`config.mk`:
```
export PLATFORM = sky130hd
export DESIGN_NAME = biu_read_channel
export DESIGN_NICKNAME = d
export VERILOG_FILES = /design/src/design/biu_read_pkg.sv /design/src/design/biu_r_slot_if.sv /design/src/design/biu_ar_buffer.sv /design/src/design/biu_r_push_ctl.sv /design/src/design/biu_r_slot.sv /design/src/design/biu_r_route.sv /design/src/design/biu_rack_gen.sv /design/src/design/biu_read_channel.sv
export SDC_FILE = /design/constraint.sdc
export NUM_CORES = 1
export LEC_CHECK = 0
export ABC_AREA = 0
export BUFFER_PORTS_ARGS = -buffer_cell sky130_fd_sc_hd__buf_2
export CORE_AREA = 2 2 206 208
export CTS_CLUSTER_DIAMETER = 150
export DETAILED_ROUTE_END_ITERATION = 10
export DIE_AREA = 0 0 208 210
export GPL_TIMING_DRIVEN = 0
export PLACE_DENSITY = 0.65
export REMOVE_ABC_BUFFERS = 1
export SETUP_SLACK_MARGIN = 0.15
export SYNTH_ARGS = -nofsm -noshare
export SYNTH_HDL_FRONTEND = slang
export SYNTH_SLANG_ARGS = --single-unit
export TNS_END_PERCENT = 1
```
`constraint.sdc`:
```
create_clock -name arcpuclk -period 7.6 [get_ports arcpuclk]
set_input_delay 0.76 -clock arcpuclk [delete_from_list [all_inputs] [get_ports arcpuclk]]
set_output_delay 0.76 -clock arcpuclk [all_outputs]
set_load 0.1 [all_outputs]
```
`src/design/biu_read_pkg.sv`:
```
// read channel of the cpu bus interface unit
// shared widths, beat structs and state encodings

package biu_read_pkg;

  // bus field widths
  localparam int addr_width  = 40;
  localparam int id_width    = 5;
  localparam int data_width  = 128;
  localparam int resp_width  = 4;
  localparam int len_width   = 2;
  localparam int size_width  = 3;
  localparam int burst_width = 2;

  // the two ids owned by the fetch unit
  localparam logic [id_width-1:0] ifu_id0 = 5'b10000;
  localparam logic [id_width-1:0] ifu_id1 = 5'b10001;

  // one read request as sent on the bus
  typedef struct packed {
    logic [id_width-1:0]    id;
    logic [addr_width-1:0]  addr;
    logic [len_width-1:0]   len;
    logic [size_width-1:0]  size;
    logic [burst_width-1:0] burst;
  } ar_beat_t;

  // one read data beat from the bus
  typedef struct packed {
    logic [id_width-1:0]   id;
    logic [data_width-1:0] data;
    logic [resp_width-1:0] resp;
    logic                  last;
  } r_beat_t;

  // consumer of a read beat
  typedef enum logic [1:0] {
    src_lsu_linefill,
    src_lsu_other,
    src_ifu
  } rd_src_e;

  // read acknowledge states
  typedef enum logic [1:0] {
    rack_idle,
    rack_busy,
    rack_full
  } rack_state_e;

endpackage

```
`src/design/biu_r_slot_if.sv`:
```
// one entry of the read data store
// push side writes, pop side clears, the entry holds the beat

interface biu_r_slot_if;
  import biu_read_pkg::*;

  logic    wr_en;
  r_beat_t wr_beat;
  logic    clr_en;
  logic    valid;
  r_beat_t beat;

  // bus capture side
  modport push (
    output wr_en,
    output wr_beat,
    input  valid
  );

  // return routing side
  modport pop (
    output clr_en,
    input  valid,
    input  beat
  );

  // the storage entry itself
  modport slot (
    input  wr_en,
    input  wr_beat,
    input  clr_en,
    output valid,
    output beat
  );

endinterface

```
`src/design/biu_ar_buffer.sv`:
```
// read address buffer
// holds core read requests and offers them to the bus in arrival order

module biu_ar_buffer #(
  parameter int ar_depth = 2
) (
  input  logic                   arcpuclk,
  input  logic                   cpurst_b,
  input  logic                   req_valid,
  input  biu_read_pkg::ar_beat_t req_beat,
  output logic                   req_ready,
  output logic                   bus_valid,
  output biu_read_pkg::ar_beat_t bus_beat,
  input  logic                   bus_ready
);
  import biu_read_pkg::*;

  localparam int ptr_width = (ar_depth > 1) ? $clog2(ar_depth) : 1;

  logic [ar_depth-1:0]  ent_vld;
  ar_beat_t             ent_beat [ar_depth];
  logic [ptr_width-1:0] crt_ptr;
  logic [ptr_width-1:0] pop_ptr;
  logic                 req_take;
  logic                 bus_take;

  // free entry available
  assign req_ready = ~&ent_vld;
  assign req_take  = req_valid && req_ready;

  // oldest entry faces the bus
  assign bus_valid = ent_vld[pop_ptr];
  assign bus_beat  = ent_beat[pop_ptr];
  assign bus_take  = bus_valid && bus_ready;

  //**************************************************************************
  // create and pop pointers
  //**************************************************************************
  always_ff @(posedge arcpuclk or negedge cpurst_b)
  begin
    if (!cpurst_b)
      crt_ptr <= '0;
    else if (req_take)
      crt_ptr <= (crt_ptr == ptr_width'(ar_depth - 1)) ? '0 : crt_ptr + 1'b1;
  end

  always_ff @(posedge arcpuclk or negedge cpurst_b)
  begin
    if (!cpurst_b)
      pop_ptr <= '0;
    else if (bus_take)
      pop_ptr <= (pop_ptr == ptr_width'(ar_depth - 1)) ? '0 : pop_ptr + 1'b1;
  end

  //**************************************************************************
  // entry flags and payload
  //**************************************************************************
  // create and pop never hit the same entry in one cycle
  always_ff @(posedge arcpuclk or negedge cpurst_b)
  begin
    if (!cpurst_b)
      ent_vld <= '0;
    else
    begin
      if (req_take)
        ent_vld[crt_ptr] <= 1'b1;
      if (bus_take)
        ent_vld[pop_ptr] <= 1'b0;
    end
  end

  always_ff @(posedge arcpuclk)
  begin
    if (req_take)
      ent_beat[crt_ptr] <= req_beat;
  end

endmodule

```
`src/design/biu_r_push_ctl.sv`:
```
// read data push control
// accepts bus read beats and writes each one into the next free entry

module biu_r_push_ctl #(
  parameter int r_depth = 2
) (
  input  logic                  arcpuclk,
  input  logic                  cpurst_b,
  input  logic                  bus_valid,
  input  biu_read_pkg::r_beat_t bus_beat,
  output logic                  bus_ready,
  biu_r_slot_if.push            slots [r_depth]
);

  localparam int ptr_width = (r_depth > 1) ? $clog2(r_depth) : 1;

  logic [r_depth-1:0]   slot_vld;
  logic [ptr_width-1:0] crt_ptr;
  logic                 push_en;

  // entries fill in ring order, so the one under crt_ptr is free when ready
  for (genvar i = 0; i < r_depth; i++)
  begin : g_push
    assign slot_vld[i]      = slots[i].valid;
    assign slots[i].wr_en   = push_en && (crt_ptr == ptr_width'(i));
    assign slots[i].wr_beat = bus_beat;
  end

  assign bus_ready = ~&slot_vld;
  assign push_en   = bus_valid && bus_ready;

  // create pointer
  always_ff @(posedge arcpuclk or negedge cpurst_b)
  begin
    if (!cpurst_b)
      crt_ptr <= '0;
    else if (push_en)
      crt_ptr <= (crt_ptr == ptr_width'(r_depth - 1)) ? '0 : crt_ptr + 1'b1;
  end

endmodule

```
`src/design/biu_r_slot.sv`:
```
// read data store entry
// one captured bus beat and its valid flag

module biu_r_slot (
  input logic        arcpuclk,
  input logic        cpurst_b,
  biu_r_slot_if.slot port
);

  //**************************************************************************
  // valid flag
  //**************************************************************************
  // set on capture, cleared when the router hands the beat on
  always_ff @(posedge arcpuclk or negedge cpurst_b)
  begin
    if (!cpurst_b)
      port.valid <= 1'b0;
    else if (port.wr_en)
      port.valid <= 1'b1;
    else if (port.clr_en)
      port.valid <= 1'b0;
  end

  //**************************************************************************
  // beat payload
  //**************************************************************************
  // held stable while the consumer stalls
  always_ff @(posedge arcpuclk)
  begin
    if (port.wr_en)
      port.beat <= port.wr_beat;
  end

endmodule

```
`src/design/biu_r_route.sv`:
```
// read data router
// presents the oldest captured beat to the fetch or load unit,
// decides when it leaves and flags each last beat for the acknowledge

module biu_r_route #(
  parameter int r_depth = 2
) (
  input  logic                                 arcpuclk,
  input  logic                                 cpurst_b,
  input  logic                                 rack_full,
  input  logic                                 lsu_linefill_ready,
  input  logic                                 ifu_ready,
  biu_r_slot_if.pop                            slots [r_depth],
  // load unit return
  output logic                                 lsu_vld,
  output logic [biu_read_pkg::id_width-1:0]    lsu_id,
  output logic [biu_read_pkg::data_width-1:0]  lsu_data,
  output logic [biu_read_pkg::resp_width-1:0]  lsu_resp,
  output logic                                 lsu_last,
  // fetch unit return
  output logic                                 ifu_vld,
  output logic                                 ifu_id,
  output logic [biu_read_pkg::data_width-1:0]  ifu_data,
  output logic [1:0]                           ifu_resp,
  output logic                                 ifu_last,
  output logic                                 rlast_done
);
  import biu_read_pkg::*;

  localparam int ptr_width = (r_depth > 1) ? $clog2(r_depth) : 1;

  logic [r_depth-1:0]   slot_vld;
  r_beat_t              slot_beat [r_depth];
  logic [ptr_width-1:0] pop_ptr;
  logic                 cur_vld;
  r_beat_t              cur_beat;
  rd_src_e              cur_src;
  logic                 src_accept;
  logic                 pop_en;

  for (genvar i = 0; i < r_depth; i++)
  begin : g_pop
    assign slot_vld[i]     = slots[i].valid;
    assign slot_beat[i]    = slots[i].beat;
    assign slots[i].clr_en = pop_en && (pop_ptr == ptr_width'(i));
  end

  // oldest entry
  assign cur_vld  = slot_vld[pop_ptr];
  assign cur_beat = slot_beat[pop_ptr];

  //**************************************************************************
  // classify by read id
  //**************************************************************************
  always_comb
  begin
    if ((cur_beat.id == ifu_id0) || (cur_beat.id == ifu_id1))
      cur_src = src_ifu;
    else if (cur_beat.id[id_width-1 -: 2] == 2'b00)
      cur_src = src_lsu_linefill;
    else
      cur_src = src_lsu_other;
  end

  // only linefill and fetch wait for their consumer
  always_comb
  begin
    case (cur_src)
      src_ifu:          src_accept = ifu_ready;
      src_lsu_linefill: src_accept = lsu_linefill_ready;
      default:          src_accept = 1'b1;
    endcase
  end

  // delivery stalls entirely while an acknowledge is pending
  assign pop_en     = cur_vld && !rack_full && src_accept;
  assign rlast_done = pop_en && cur_beat.last;

  always_ff @(posedge arcpuclk or negedge cpurst_b)
  begin
    if (!cpurst_b)
      pop_ptr <= '0;
    else if (pop_en)
      pop_ptr <= (pop_ptr == ptr_width'(r_depth - 1)) ? '0 : pop_ptr + 1'b1;
  end

  //**************************************************************************
  // return ports
  //**************************************************************************
  assign lsu_vld  = cur_vld && !rack_full && (cur_src != src_ifu);
  assign lsu_id   = cur_beat.id;
  assign lsu_data = cur_beat.data;
  assign lsu_resp = cur_beat.resp;
  assign lsu_last = cur_beat.last;

  // fetch sees only the id low bit and okay/error part of resp
  assign ifu_vld  = cur_vld && !rack_full && (cur_src == src_ifu);
  assign ifu_id   = cur_beat.id[0];
  assign ifu_data = cur_beat.data;
  assign ifu_resp = cur_beat.resp[1:0];
  assign ifu_last = cur_beat.last;

endmodule

```
`src/design/biu_rack_gen.sv`:
```
// read acknowledge generator
// raises rack after each delivered last beat, keeps one more pending

module biu_rack_gen (
  input  logic arcpuclk,
  input  logic cpurst_b,
  input  logic rlast_done,
  input  logic rack_ready,
  output logic rack,
  output logic rack_full,
  output logic busy
);
  import biu_read_pkg::*;

  rack_state_e state;
  rack_state_e next_state;

  always_ff @(posedge arcpuclk or negedge cpurst_b)
  begin
    if (!cpurst_b)
      state <= rack_idle;
    else
      state <= next_state;
  end

  // busy holds one acknowledge and full holds a second one
  always_comb
  begin
    next_state = state;
    case (state)
      rack_idle:
        if (rlast_done)
          next_state = rack_busy;
      rack_busy:
        if (rlast_done && !rack_ready)
          next_state = biu_read_pkg::rack_full;
        else if (rack_ready && !rlast_done)
          next_state = rack_idle;
      biu_read_pkg::rack_full:
        if (rack_ready)
          next_state = rack_busy;
      default:
        next_state = rack_idle;
    endcase
  end

  assign rack      = (state != rack_idle);
  assign rack_full = (state == biu_read_pkg::rack_full);
  assign busy      = (state != rack_idle);

endmodule

```
`src/design/biu_read_channel.sv`:
```
// cpu bus interface unit, read channel
// buffers core read requests toward the bus, captures read beats,
// routes them to the fetch or load unit and raises the read acknowledge

module biu_read_channel #(
  parameter int ar_depth = 2,
  parameter int r_depth  = 2
) (
  input  logic                                  arcpuclk,
  input  logic                                  cpurst_b,
  // core request side
  input  logic                                  arvalid,
  input  logic [biu_read_pkg::id_width-1:0]     arid,
  input  logic [biu_read_pkg::addr_width-1:0]   araddr,
  input  logic [biu_read_pkg::len_width-1:0]    arlen,
  input  logic [biu_read_pkg::size_width-1:0]   arsize,
  input  logic [biu_read_pkg::burst_width-1:0]  arburst,
  output logic                                  arready,
  // bus address side
  output logic                                  biu_pad_arvalid,
  output logic [biu_read_pkg::id_width-1:0]     biu_pad_arid,
  output logic [biu_read_pkg::addr_width-1:0]   biu_pad_araddr,
  output logic [biu_read_pkg::len_width-1:0]    biu_pad_arlen,
  output logic [biu_read_pkg::size_width-1:0]   biu_pad_arsize,
  output logic [biu_read_pkg::burst_width-1:0]  biu_pad_arburst,
  input  logic                                  pad_biu_arready,
  // bus data side
  input  logic                                  pad_biu_rvalid,
  input  logic [biu_read_pkg::id_width-1:0]     pad_biu_rid,
  input  logic [biu_read_pkg::data_width-1:0]   pad_biu_rdata,
  input  logic [biu_read_pkg::resp_width-1:0]   pad_biu_rresp,
  input  logic                                  pad_biu_rlast,
  output logic                                  biu_pad_rready,
  // bus acknowledge
  output logic                                  biu_pad_rack,
  input  logic                                  pad_biu_rack_ready,
  // load return
  output logic                                  biu_lsu_r_vld,
  output logic [biu_read_pkg::id_width-1:0]     biu_lsu_r_id,
  output logic [biu_read_pkg::data_width-1:0]   biu_lsu_r_data,
  output logic [biu_read_pkg::resp_width-1:0]   biu_lsu_r_resp,
  output logic                                  biu_lsu_r_last,
  input  logic                                  lsu_biu_r_linefill_ready,
  // fetch return
  output logic                                  biu_ifu_rd_data_vld,
  output logic                                  biu_ifu_rd_id,
  output logic [biu_read_pkg::data_width-1:0]   biu_ifu_rd_data,
  output logic [1:0]                            biu_ifu_rd_resp,
  output logic                                  biu_ifu_rd_last,
  input  logic                                  ifu_biu_r_ready,
  // status
  output logic                                  read_busy
);
  import biu_read_pkg::*;

  ar_beat_t           ar_req_beat;
  ar_beat_t           ar_bus_beat;
  r_beat_t            r_bus_beat;
  logic [r_depth-1:0] r_occ;
  logic               rlast_done;
  logic               rack_full;
  logic               rack_busy;

  biu_r_slot_if slot_if [r_depth] ();

  //**************************************************************************
  // read address path
  //**************************************************************************
  assign ar_req_beat.id    = arid;
  assign ar_req_beat.addr  = araddr;
  assign ar_req_beat.len   = arlen;
  assign ar_req_beat.size  = arsize;
  assign ar_req_beat.burst = arburst;

  biu_ar_buffer #(
    .ar_depth (ar_depth)
  ) ar_buffer_inst (
    .arcpuclk  (arcpuclk),
    .cpurst_b  (cpurst_b),
    .req_valid (arvalid),
    .req_beat  (ar_req_beat),
    .req_ready (arready),
    .bus_valid (biu_pad_arvalid),
    .bus_beat  (ar_bus_beat),
    .bus_ready (pad_biu_arready)
  );

  assign biu_pad_arid    = ar_bus_beat.id;
  assign biu_pad_araddr  = ar_bus_beat.addr;
  assign biu_pad_arlen   = ar_bus_beat.len;
  assign biu_pad_arsize  = ar_bus_beat.size;
  assign biu_pad_arburst = ar_bus_beat.burst;

  //**************************************************************************
  // read data path
  //**************************************************************************
  assign r_bus_beat.id   = pad_biu_rid;
  assign r_bus_beat.data = pad_biu_rdata;
  assign r_bus_beat.resp = pad_biu_rresp;
  assign r_bus_beat.last = pad_biu_rlast;

  biu_r_push_ctl #(
    .r_depth (r_depth)
  ) r_push_ctl_inst (
    .arcpuclk  (arcpuclk),
    .cpurst_b  (cpurst_b),
    .bus_valid (pad_biu_rvalid),
    .bus_beat  (r_bus_beat),
    .bus_ready (biu_pad_rready),
    .slots     (slot_if)
  );

  // data store entries
  for (genvar i = 0; i < r_depth; i++)
  begin : g_slot
    biu_r_slot r_slot_inst (
      .arcpuclk (arcpuclk),
      .cpurst_b (cpurst_b),
      .port     (slot_if[i])
    );
    assign r_occ[i] = slot_if[i].valid;
  end

  biu_r_route #(
    .r_depth (r_depth)
  ) r_route_inst (
    .arcpuclk           (arcpuclk),
    .cpurst_b           (cpurst_b),
    .rack_full          (rack_full),
    .lsu_linefill_ready (lsu_biu_r_linefill_ready),
    .ifu_ready          (ifu_biu_r_ready),
    .slots              (slot_if),
    .lsu_vld            (biu_lsu_r_vld),
    .lsu_id             (biu_lsu_r_id),
    .lsu_data           (biu_lsu_r_data),
    .lsu_resp           (biu_lsu_r_resp),
    .lsu_last           (biu_lsu_r_last),
    .ifu_vld            (biu_ifu_rd_data_vld),
    .ifu_id             (biu_ifu_rd_id),
    .ifu_data           (biu_ifu_rd_data),
    .ifu_resp           (biu_ifu_rd_resp),
    .ifu_last           (biu_ifu_rd_last),
    .rlast_done         (rlast_done)
  );

  biu_rack_gen rack_gen_inst (
    .arcpuclk   (arcpuclk),
    .cpurst_b   (cpurst_b),
    .rlast_done (rlast_done),
    .rack_ready (pad_biu_rack_ready),
    .rack       (biu_pad_rack),
    .rack_full  (rack_full),
    .busy       (rack_busy)
  );

  // any request, beat or acknowledge still in flight
  assign read_busy = biu_pad_arvalid || (|r_occ) || rack_busy;

endmodule

```
After elaboration in Yosys (flattened, before gate mapping)
Memory sizes are Yosys's and may differ from the RTL's.
Index checks and enable logic that the tools add are counted.
- add/subtract/negate cells: 4
- $lt $le $gt $ge: 6
- equality and inequality tests: 9
- muxes and demuxes: 31
- bitwise logic cells: 6
- reduce and logical (&&, ||, !) cells: 34
- operators by type and width (cell ; count):
    138-bit two-way mux ; 3
    1-bit two-way mux ; 17
    1-bit logical AND ; 16
    2-bit two-way mux ; 7
    5-bit == test, second input constant ; 2
    2-bit logical NOT ; 3
    1-bit by 2-bit < comparator with 1-bit output, second input constant ; 3
    2-bit case mux with 3 select lines ; 1
    2-bit nonzero test ; 3
    1-bit logical NOT ; 5
    1-bit adder, second input constant ; 4
    2-bit == test, second input constant ; 2
    2-bit inequality test, second input constant ; 2
    2-bit AND reduction ; 2
    1-bit logical OR ; 3
    3-bit by 1-bit inequality test with 1-bit output, second input constant ; 1
    3-bit AND reduction ; 1
    2-bit AND ; 1
    1-bit demux with 1-bit select ; 2
    2-bit by 1-bit == test with 1-bit output, second input constant ; 1
    1-bit >= comparator, second input constant ; 2
    2-bit >= comparator, second input constant ; 1
    2-bit by 1-bit inequality test with 1-bit output, second input constant ; 1
    1-bit inverter ; 2
    other kinds (5) ; 5
- bits in registers: 286
- memory bits (writable): 104
- input port bits: 198
- output and inout port bits: 329
- logic and storage cells: 107
- memories: 1
- memory list (name ; words ; width ; read ports ; clocked after Yosys merged registers in ; wr ports ; line ; text):
    ar_buffer_inst.ent_beat ; 2 ; 52 ; 1 ; 0 ; 1 ; biu_ar_buffer.sv:21 ; ar_beat_t ent_beat [ar_depth];

Logic depth before layout (Yosys ltp)
Gate-level depths: netlist of run 1.
- depth after elaboration: 16
- mapped depth: 5
- gate-level depth less buffers: 4

Hierarchy
From an unflattened synthesis of run 1, not the netlist that was laid out.
- cells, all modules: 1062
- area, all modules: 17519.3 µm²
- by module, submodules not included (module ; instances ; cells an instance ; area each (µm²) ; sequential area each (µm²)):
    biu_r_slot ; 2 ; 141 ; 4180.3 ; 4169.0
    biu_ar_buffer ; 1 ; 180 ; 4095.2 ; 3223.1
    biu_r_route ; 1 ; 306 ; 2801.4 ; 25.0
    biu_r_push_ctl ; 1 ; 282 ; 2133.3 ; 25.0
    biu_rack_gen ; 1 ; 11 ; 121.4 ; 50.0
    biu_read_channel ; 1 ; 1 ; 7.5 ; 0.0

Worst setup path after synthesis of run 1
No wires, ideal clock.
- path kind: register -> register
- start: reg g_slot[1].r_slot_inst.port.valid
- end: reg, netlist name g_slot[0].r_slot_inst.port.beat[0]
- setup time: 0.639 ns
- arrival: 7.078 ns
- required time: 6.961 ns
- setup slack: -0.117 ns
- stages on the path, launching flop included: 4
- path buffers: 0
- period minus slack after synthesis: 7.717 ns
- cells stage by stage: dfrtp_1 nand2_1 nand2_1 nor2_1
- longest elaborated chain between the ends: 4
- ends and longest elaborated chain (what ; line ; text):
    start, declared ; biu_r_slot_if.sv:32 ; output valid,
    start signal, assigned ; biu_r_slot.sv:17 ; port.valid <= 1'b0;
    start signal, assigned ; biu_r_slot.sv:19 ; port.valid <= 1'b1;
    start signal, assigned ; biu_r_slot.sv:21 ; port.valid <= 1'b0;
    2-bit AND reduction ; biu_r_push_ctl.sv:29 ; assign bus_ready = ~&slot_vld;
    1-bit logical NOT ; biu_r_push_ctl.sv:29 ;
    named net biu_pad_rready ; biu_read_channel.sv:33 ; output logic biu_pad_rready,
    1-bit logical AND ; biu_r_push_ctl.sv:30 ; assign push_en = bus_valid && bus_ready;
    1-bit logical AND ; biu_r_push_ctl.sv:25 ; assign slots[i].wr_en = push_en && (crt_ptr == ptr_width'(i));
    named net g_slot[0].r_slot_inst.port.wr_en ; biu_r_slot_if.sv:29 ; input wr_en,
The timed path passes the listed nets, and every way through them passes these cells.
A chain may end at the register's enable or synchronous reset.

Worst setup path in the final report of run 1
- start: reg r_route_inst.pop_ptr
- end: out biu_ifu_rd_data[72] (netlist name)
- longest elaborated chain between the ends: 4
- ends and longest elaborated chain (what ; line ; text):
    start, declared ; biu_r_route.sv:34 ; logic [ptr_width-1:0] pop_ptr;
    start signal, assigned ; biu_r_route.sv:84 ; pop_ptr <= (pop_ptr == ptr_width'(r_depth - 1)) ? '0 : pop_ptr + 1'b1;
    1-bit inverter with 2-bit output (not written as such) ; biu_r_route.sv:50 ; assign cur_beat = slot_beat[pop_ptr];
    138-bit two-way mux (not written as such) (3 in series) ; biu_r_route.sv:50 ;
    end, declared ; biu_read_channel.sv:47 ; output logic [biu_read_pkg::data_width-1:0] biu_ifu_rd_data,
No other way between the ends. The select of a mux whose other input is x is not followed.

==> results of run 1 <==
-- final cells by class --
| class | instances | area [um2] |
|---|---|---|
| well taps | 539 | 674.4 |
| diodes | 3 | 7.507 |
| repair buffers | 538 | 2910 |
| inverters | 1 | 3.754 |
| clock buffers | 51 | 1074 |
| flip-flops and latches | 390 | 11670 |
| multi-input cells | 241 | 2531 |
| clock inverters | 22 | 175.2 |
| fillers | 3670 | 22440 |
-- through the flow --
| step | util | cells | setup WS, ns | area (um2) | TNS [ns] |
|---|---|---|---|---|---|
| 2_1_floorplan | - | 632 | -0.1170 | 14170 | -16.14 |
| 3_3_place_gp | 0.4215 | 1697 | -3.824 | 17480 | -530.13 |
| 3_5_place_dp | 0.4288 | 1709 | 4.474 | 17790 | 0 |
| 4_1_cts | 0.4589 | 1782 | 3.863 | 19030 | 0 |
| 5_1_grt | 0.4590 | 1784 | 3.806 | 19040 | 0 |
| 6_report | 0.4591 | 1785 | 3.966 | 19040 | 0 |
-- how the worst min path moves through the flow --
stage | endpoint | slack [ns] | depth (start not counted)
after floorplan | ar_buffer_inst.crt_ptr | 0.46 | 0
after global routing | r_route_inst.pop_ptr | 0.06 | 1
after detailed placement | g_slot[0].r_slot_inst.port.valid | 0.53 | 1
after global placement | r_push_ctl_inst.crt_ptr | 0.47 | 1
after CTS | r_route_inst.pop_ptr | 0.03 | 1
final | r_route_inst.pop_ptr | 0.07 | 1
-- state kept, by name, indices dropped and copies added, names as in the netlist --
register	flops
g_slot.r_slot_inst.port.beat	276
ar_buffer_inst.ent_beat	104
r_push_ctl_inst.crt_ptr	1
ar_buffer_inst.crt_ptr	1
rack_gen_inst.state	2
g_slot.r_slot_inst.port.valid	2
r_route_inst.pop_ptr	1
ar_buffer_inst.ent_vld	2
ar_buffer_inst.pop_ptr	1
-- cell families (layout without fill, tap and decap cells) --
family | Yosys count | after routing
xor+xnor | 3 | 3
other cells | 0 | 3
compound gates | 7 | 7
flops | 390 | 390
buf+inv | 155 | 612
mux | 193 | 193
simple gates | 38 | 38
-- synth_stat cells (all sizes together) --
cell / number
a21o: 2
a21oi: 1
a22oi: 1
a31o: 1
a41oi: 1
and2: 1
and3: 3
buf: 154
dfrtp: 10
edfxtp: 380
inv: 1
mux2: 190
mux2i: 3
nand2: 6
nand2b: 1
nand3: 1
nand4: 3
nand4b: 2
nor2: 9
nor2b: 4
nor3: 2
nor4: 1
nor4b: 3
o22a: 1
or2: 1
or4: 1
xnor2: 3
-- layer usage --
| layer | global-route usage | wire (um) | vias to the layer above |
|---|---|---|---|
| met5 | 0 | 27 | - |
| met4 | 0.06970 | 1295 | 4 |
| met3 | 0.04008 | 2589 | 72 |
| met2 | 0.2660 | 17900 | 368 |
| met1 | 0.1831 | 13590 | 4096 |
| li1 | - | - | 3744 |
==> flow_summary.ini, run 1 <==
[status]
status = completed

[sta]
relSlewSlack = 0.4451
worstMarginPinSlew_ns = 0.8303
rsz0062_at_grt = no
whs_ns = 0.07267
finClkSkew_ns = 0.02434
final_max_slew_viol_count = 0
setup_violations = 0
period_share = 0.4782
clock.fmax_mhz = 275.2
hold_violations = 0
fin_crit_ns = 3.634

[yosys]
synth_simple_gate_area_frac = 0.01643
synth_top_family_by_area = multiplexers
synth_area_leaders = edfxtp_1, mux2_2, buf_4
synth_warnings = 0
synth_cell_type_count = 32
netlist.area_leader.share = 0.7455
synth_area_leader_cell = edfxtp_1
synth-seq-area-share = 0.7618
synthAdderAreaFrac = 0
synthMuxAreaShare = 0.1420
syn_area_um2 = 15310
synthXorXnorAreaFrac = 0.001717
synth_compound_area_frac = 0.003842
syn_inst = 786
avgSynthCellArea_um2 = 19.47
ys_ff_latch = 390

[setup_path]
crit_slowest_cell = dfrtp_4
crit_family = buffers and inverters
r2r-end = g_slot[1].r_slot_inst.port.valid
critical_path_class = reg2out
crit_top_cell = buf_16
cp_cell_sequence = buf_16 -> buf_16 -> mux2_2 -> buf_2
critical_path_buf_inv_count = 3
cp-start-kind = flop
crit_required_ns = 6.84
worstPathMaxFanout = 55
arrival_ns = 2.87
endpoint = biu_ifu_rd_data[72]
rrSetupSlack_ns = 5.17
crit_cells = 4
end_kind = output port
crit_start = r_route_inst.pop_ptr
cpPeakStageDelay_ns = 0.85
rr_worst_depth = 6
timing.rr.start = r_route_inst.pop_ptr

[floorplanning]
dieWidth_um = 208
start_util = 0.3690
core-area_um2 = 41480
die_y_um = 210
rows = 75
die-area_um2 = 43680
io_pins = 527

[route]
drt-initial-drc-count = 387
route.detailed.drc = 0
first_pass_iters = 5
vias_per_cell = 4.641
ant_nets = 0
routedWlPerCell_um = 19.83
vias = 8284
routed_wl_mm = 35.40

[clock_network]
cts_buffers = 41
cts_hold_buf = 0
clock-sinks = 390
clkLatencyLatePin_ns = 0.55
cts_setup_buffers = 0
cts_tree = yes
cts_buffer_depth = 3
cts-htree-levels = 2
cts.reportedPaths.clkPinSlew_ns = 0.06
cts_resized = 0
cts_root_buf = clkbuf_16

[min_path]
holdCritPathClass = in2async

[global_route]
grtUsageTotal = 0.1547
grt_pass1_wl_mm = 50.51
grt_pass1_vias = 8456
antenna_found_initial = 9
gr-total-overflow = 0
grt_start_max_net_pins = 62

[layout]
drive_gt1_frac = 0.6428
final_common_cell = buf_2
final_cell_mix = buf_2, edfxtp_1, mux2_2
fin_nets = 1411
area_growth_pct = 24.40

[place]
dp_hpwl_mm = 25.61
io_buffers = 526
globalplace.congestion = 0.7774

[run]
drv_cap = 0
Power of run 1 is not shown: default switching activity piles up to over one toggle a cycle in this logic, so the estimate is an artifact.
==> inputs of run 2 (changes only) <==
--- a/config.mk
+++ b/config.mk
@@ -7,12 +7,12 @@
 export LEC_CHECK = 0
 export ABC_AREA = 0
 export BUFFER_PORTS_ARGS = -buffer_cell sky130_fd_sc_hd__buf_2
-export CORE_AREA = 2 2 206 208
+export CORE_AREA = 2 2 205 207
 export CTS_CLUSTER_DIAMETER = 150
 export DETAILED_ROUTE_END_ITERATION = 10
-export DIE_AREA = 0 0 208 210
+export DIE_AREA = 0 0 207 209
 export GPL_TIMING_DRIVEN = 0
-export PLACE_DENSITY = 0.65
+export PLACE_DENSITY = 0.68
 export REMOVE_ABC_BUFFERS = 1
 export SETUP_SLACK_MARGIN = 0.15
 export SYNTH_ARGS = -nofsm -noshare
==> constraint.sdc (replaced) <==
create_clock -name arcpuclk -period 3 [get_ports arcpuclk]
set_input_delay 0.3 -clock arcpuclk [delete_from_list [all_inputs] [get_ports arcpuclk]]
set_output_delay 0.3 -clock arcpuclk [all_outputs]
set_load 0.1 [all_outputs]
==> run 2 against run 1 <==
Final cell count grew 11%. Die area decreased by 0.95%. First-iteration DRC count increased by 18%. Flip-flop and latch count stayed put. Critical endpoint is now biu_ifu_rd_last. Largest cell class unchanged.
==> flow_summary.ini, run 2 (synthesis gave the netlist of run 1 again) <==
[setup_path]
worstPathMaxFanout = 49
crit_start = r_route_inst.pop_ptr
crit_family = buffers and inverters
arrival_ns = 2.42
critical_path_buf_inv_count = 3
cp_cell_sequence = buf_16 -> mux2i_1 -> inv_1 -> buf_2
end_kind = output port
crit_required_ns = 2.70
timing.rr.start = r_route_inst.pop_ptr
crit_slowest_cell = dfrtp_4
critical_path_class = reg2out
cp-start-kind = flop
cpPeakStageDelay_ns = 0.63

[layout]
nFillCells = 3397
final_common_cell = buf_2
ff_latch_area_um2 = 11670
final_cell_mix = buf_2, edfxtp_1, dlygate4sd3_1
largest_register_ffs = 276
drive_gt1_frac = 0.5619
area_growth_pct = 37.75
fin_nets = 1605
multiInputGateArea_um2 = 2531
regMostFlops = g_slot.r_slot_inst.port.beat
reg_top3 = g_slot.r_slot_inst.port.beat (276), ar_buffer_inst.ent_beat (104)

[sta]
final_max_slew_viol_count = 0
rsz0062_at_grt = no
setup_violations = 0
clock.fmax_mhz = 367.8
finClkSkew_ns = 0.01719
relSlewSlack = 0.5431
period_share = 0.9062
hold_violations = 0
whs_ns = 0.06273
fin_crit_ns = 2.719
worstMarginPinSlew_ns = 0.6838

[route]
first_pass_iters = 5
vias = 9268
vias_per_cell = 4.678
routedWlPerCell_um = 19.11
routed_wl_mm = 37.86
route.detailed.drc = 0
drt-initial-drc-count = 455
ant_nets = 0

[global_route]
grt_pass1_wl_mm = 55.48
grtUsageTotal = 0.1665
gr-total-overflow = 0
grt_pass1_vias = 9740
grt_start_max_net_pins = 58
antenna_found_initial = 6

[clock_network]
cts_buffer_depth = 3
cts.reportedPaths.clkPinSlew_ns = 0.06
cts-htree-levels = 2
clkLatencyLatePin_ns = 0.55
cts_root_buf = clkbuf_16
cts_buffers = 41
cts_tree = yes
clock-sinks = 390

[place]
dp_hpwl_mm = 25.31
io_buffers = 526
globalplace.congestion = 0.7433

[run]
drv_cap = 0

[floorplanning]
io_pins = 527
dieWidth_um = 207
die-area_um2 = 43260
core-area_um2 = 41290
rows = 75
start_util = 0.3707
die_y_um = 209

[status]
status = completed

[min_path]
min_from = pad_biu_arready
holdCritPathClass = in2reg
## run 2: cell types whose count changed in the layout (fill, tap and decap cells not counted), sizes merged
| cell | before | now |
|---|---|---|
| dlygate4sd3 | 0 | 192 |
| clkinv | 15 | 17 |
| buf | 538 | 540 |
| clkinvlp | 3 | 1 |
| diode | 3 | 4 |
| clkbuf | 51 | 49 |
| bufinv | 2 | 5 |
## run 2: what timing repair did
action                                  4_1_cts  5_1_grt
buffers inserted                              2        0
endpoints found under the hold margin       391        0
endpoints found under the setup margin      183        1
gates resized for setup                       0        1
hold buffers                                192        0
## run 2: area by class of cell
class | instances | share of cell area
well taps | 539 | 0.03198
clock inverters | 25 | 0.01335
repair buffers | 732 | 0.2305
multi-input cells | 241 | 0.1200
clock buffers | 49 | 0.05008
flip-flops and latches | 390 | 0.5534
inverters | 1 | 0.0001780
diodes | 4 | 0.0004747
## run 2: worst paths after layout
path | to | slack [ns] | cells past startpoint
worst min-delay path | ar_buffer_inst.pop_ptr | 0.06 | 3
worst min register to register | g_slot[0].r_slot_inst.port.valid | 0.54 | 1
worst max register to register | rack_gen_inst.state[1] | 1.15 | 5
max in group asynchronous | r_route_inst.pop_ptr | 2.58 | 2
min in group asynchronous | rack_gen_inst.state[0] | 0.18 | 2
worst max-delay path | biu_ifu_rd_last | 0.28 | 4
## run 2: worst min-delay path, stage by stage
cell and delay [ns]:
buf_2 0.11, a21oi_1 0.08, nor2_1 0.08
## run 2: per-stage QoR
step                      instances   TNS, ns  area (um2)    util  setup slack, ns
final                          1981         0       21090  0.5107           0.2813
after global routing           1981         0       21090  0.5107           0.1534
after CTS                      1977         0       21070  0.5104           0.1415
after detailed placement       1709         0       17780  0.4306           0.5244
after global placement         1697  -2739.21       17480  0.4234           -8.081
after floorplan                 632  -1494.00       14170       -           -4.717
## run 2: per-layer routing
layer	share of wire	GRT usage
met5	0	0
met4	0.026	0.06798
met3	0.063	0.03396
met2	0.53	0.3043
met1	0.38	0.1897
Power of run 2 is left out for the same reason.
==> inputs of run 3 (changes only) <==
--- a/config.mk
+++ b/config.mk
@@ -12,7 +12,7 @@
 export DETAILED_ROUTE_END_ITERATION = 10
 export DIE_AREA = 0 0 207 209
 export GPL_TIMING_DRIVEN = 0
-export PLACE_DENSITY = 0.68
+export PLACE_DENSITY = 0.65
 export REMOVE_ABC_BUFFERS = 1
 export SETUP_SLACK_MARGIN = 0.15
 export SYNTH_ARGS = -nofsm -noshare
==> constraint.sdc (replaced) <==
create_clock -name arcpuclk -period 3.5 [get_ports arcpuclk]
set_input_delay 0.35 -clock arcpuclk [delete_from_list [all_inputs] [get_ports arcpuclk]]
set_output_delay 0.35 -clock arcpuclk [all_outputs]
set_load 0.1 [all_outputs]
==> run 3 against run 2 <==
Via count fell by 3.1%. Core utilization fell by 0.28 points. Final cell count fell by 0.10%. Flip-flop and latch count did not move. Critical path depth did not move. Non-clock buffer count fell by 3. Critical path type unchanged. Largest cell class unchanged. Highest routed layer unchanged.
==> flow_summary.ini, run 3 (synthesis gave the netlist of run 1 again) <==
[setup_path]
arrival_ns = 2.75
crit_required_ns = 3.15
cp-start-kind = flop
worstPathMaxFanout = 29
critical_path_class = reg2out
end_kind = output port

[clock_network]
cts_buffers = 42
cts.reportedPaths.clkPinSlew_ns = 0.06
clock-sinks = 390
cts_root_buf = clkbuf_16
cts_tree = yes
cts_resized = 0
cts_buffer_depth = 3
cts-htree-levels = 2
clkLatencyLatePin_ns = 0.55

[layout]
drive_gt1_frac = 0.5557
nFillCells = 3436
final_core_util = 0.5079
reg_top3 = g_slot.r_slot_inst.port.beat (276), ar_buffer_inst.ent_beat (104)
area_growth_pct = 37.00
largest_register_ffs = 276
regMostFlops = g_slot.r_slot_inst.port.beat
multiInputGateArea_um2 = 2531
ff_latch_area_um2 = 11670
final_common_cell = buf_2
final_cell_mix = buf_2, edfxtp_1, dlygate4sd3_1
fin_nets = 1603

[place]
dp_hpwl_mm = 25.59
io_buffers = 526
globalplace.congestion = 0.8014

[floorplanning]
die_y_um = 209
io_pins = 527
rows = 75
dieWidth_um = 207
die-area_um2 = 43260
core-area_um2 = 41290
start_util = 0.3707

[route]
first_pass_iters = 4
vias = 8985
drt-initial-drc-count = 419
routedWlPerCell_um = 18.95
route.detailed.drc = 0
ant_nets = 0
vias_per_cell = 4.540
routed_wl_mm = 37.50

[global_route]
grt_start_max_net_pins = 64
antenna_found_initial = 5
grtUsageTotal = 0.1672
grt_pass1_vias = 9588
grt_pass1_wl_mm = 55.30
gr-total-overflow = 0

[sta]
worstMarginPinSlew_ns = 0.9255
rsz0062_at_grt = no
hold_violations = 0
relSlewSlack = 0.3815
finClkSkew_ns = 0.01589
final_max_slew_viol_count = 0
fin_crit_ns = 3.096
setup_violations = 0
period_share = 0.8846
clock.fmax_mhz = 323.0
fin_setup_tns_ns = 0

[min_path]
holdCritPathClass = in2reg

[run]
drv_cap = 0

[status]
status = completed
run 3: cell count changes in the layout (fill, tap and decap cells not counted), sizes merged:
cell         change
clkinvlp         -1
clkbuf           +6
dlygate4sd3      -1
bufinv           -4
clkinv           -1
inv              +1
buf              -2
run 3: metrics by stage:
stage | instance area [um2] | instances | setup WS, ns | hold WS (ns)
after floorplan | 14170 | 632 | -4.217 | 0.05441
after global placement | 17480 | 1697 | -7.675 | 0.2376
after detailed placement | 17790 | 1709 | 0.9216 | 0.2465
after CTS | 20960 | 1975 | 0.3141 | 0.01799
after global routing | 20970 | 1979 | 0.2578 | 0.01865
final | 20970 | 1979 | 0.4041 | 0.06149
run 3: path summary, 6_finish.rpt:
| kind | startpoint | end | slack, ns | cells after the start |
|---|---|---|---|---|
| min reg2reg | g_slot[1].r_slot_inst.port.valid | g_slot[1].r_slot_inst.port.valid | 0.55 | 1 |
| max in group asynchronous | cpurst_b | r_route_inst.pop_ptr | 3.02 | 2 |
| max reg2reg | g_slot[1].r_slot_inst.port.valid | g_slot[0].r_slot_inst.port.beat[128] | 1.28 | 5 |
| min | araddr[37] | ar_buffer_inst.ent_beat[0][44] | 0.06 | 1 |
| max | ar_buffer_inst.pop_ptr | read_busy | 0.40 | 4 |
| min in group asynchronous | cpurst_b | g_slot[0].r_slot_inst.port.valid | 0.24 | 2 |
run 3: final cells by class:
type,instances,share of cell area
flip-flops and latches,390,0.5563
repair buffers,729,0.2300
multi-input cells,241,0.1207
clock buffers,55,0.05394
well taps,539,0.03216
clock inverters,20,0.006265
diodes,4,0.0004773
inverters,1,0.0001790
run 3: per-layer routing:
metal	track usage	routed length, um	vias to the layer above	part of all wire
met1	0.1892	14410	4407	0.38
met4	0.07340	1228	0	0.033
li1	-	-	4118	-
met3	0.03652	2393	69	0.064
met2	0.3029	19470	391	0.52
met5	0	0	-	0
run 3: timing repair:
action,CTS,global route
hold buffers,191,0
setup buffers,0,0
hold endpoints to repair,389,0
run 3: critical path, cell delays in order (launching register included):
cell and delay, ns:
dfrtp_2 0.79, buf_12 0.28, mux2_2 0.36, or4_1 0.46, buf_2 0.31
Power of run 3 is left out for the same reason.
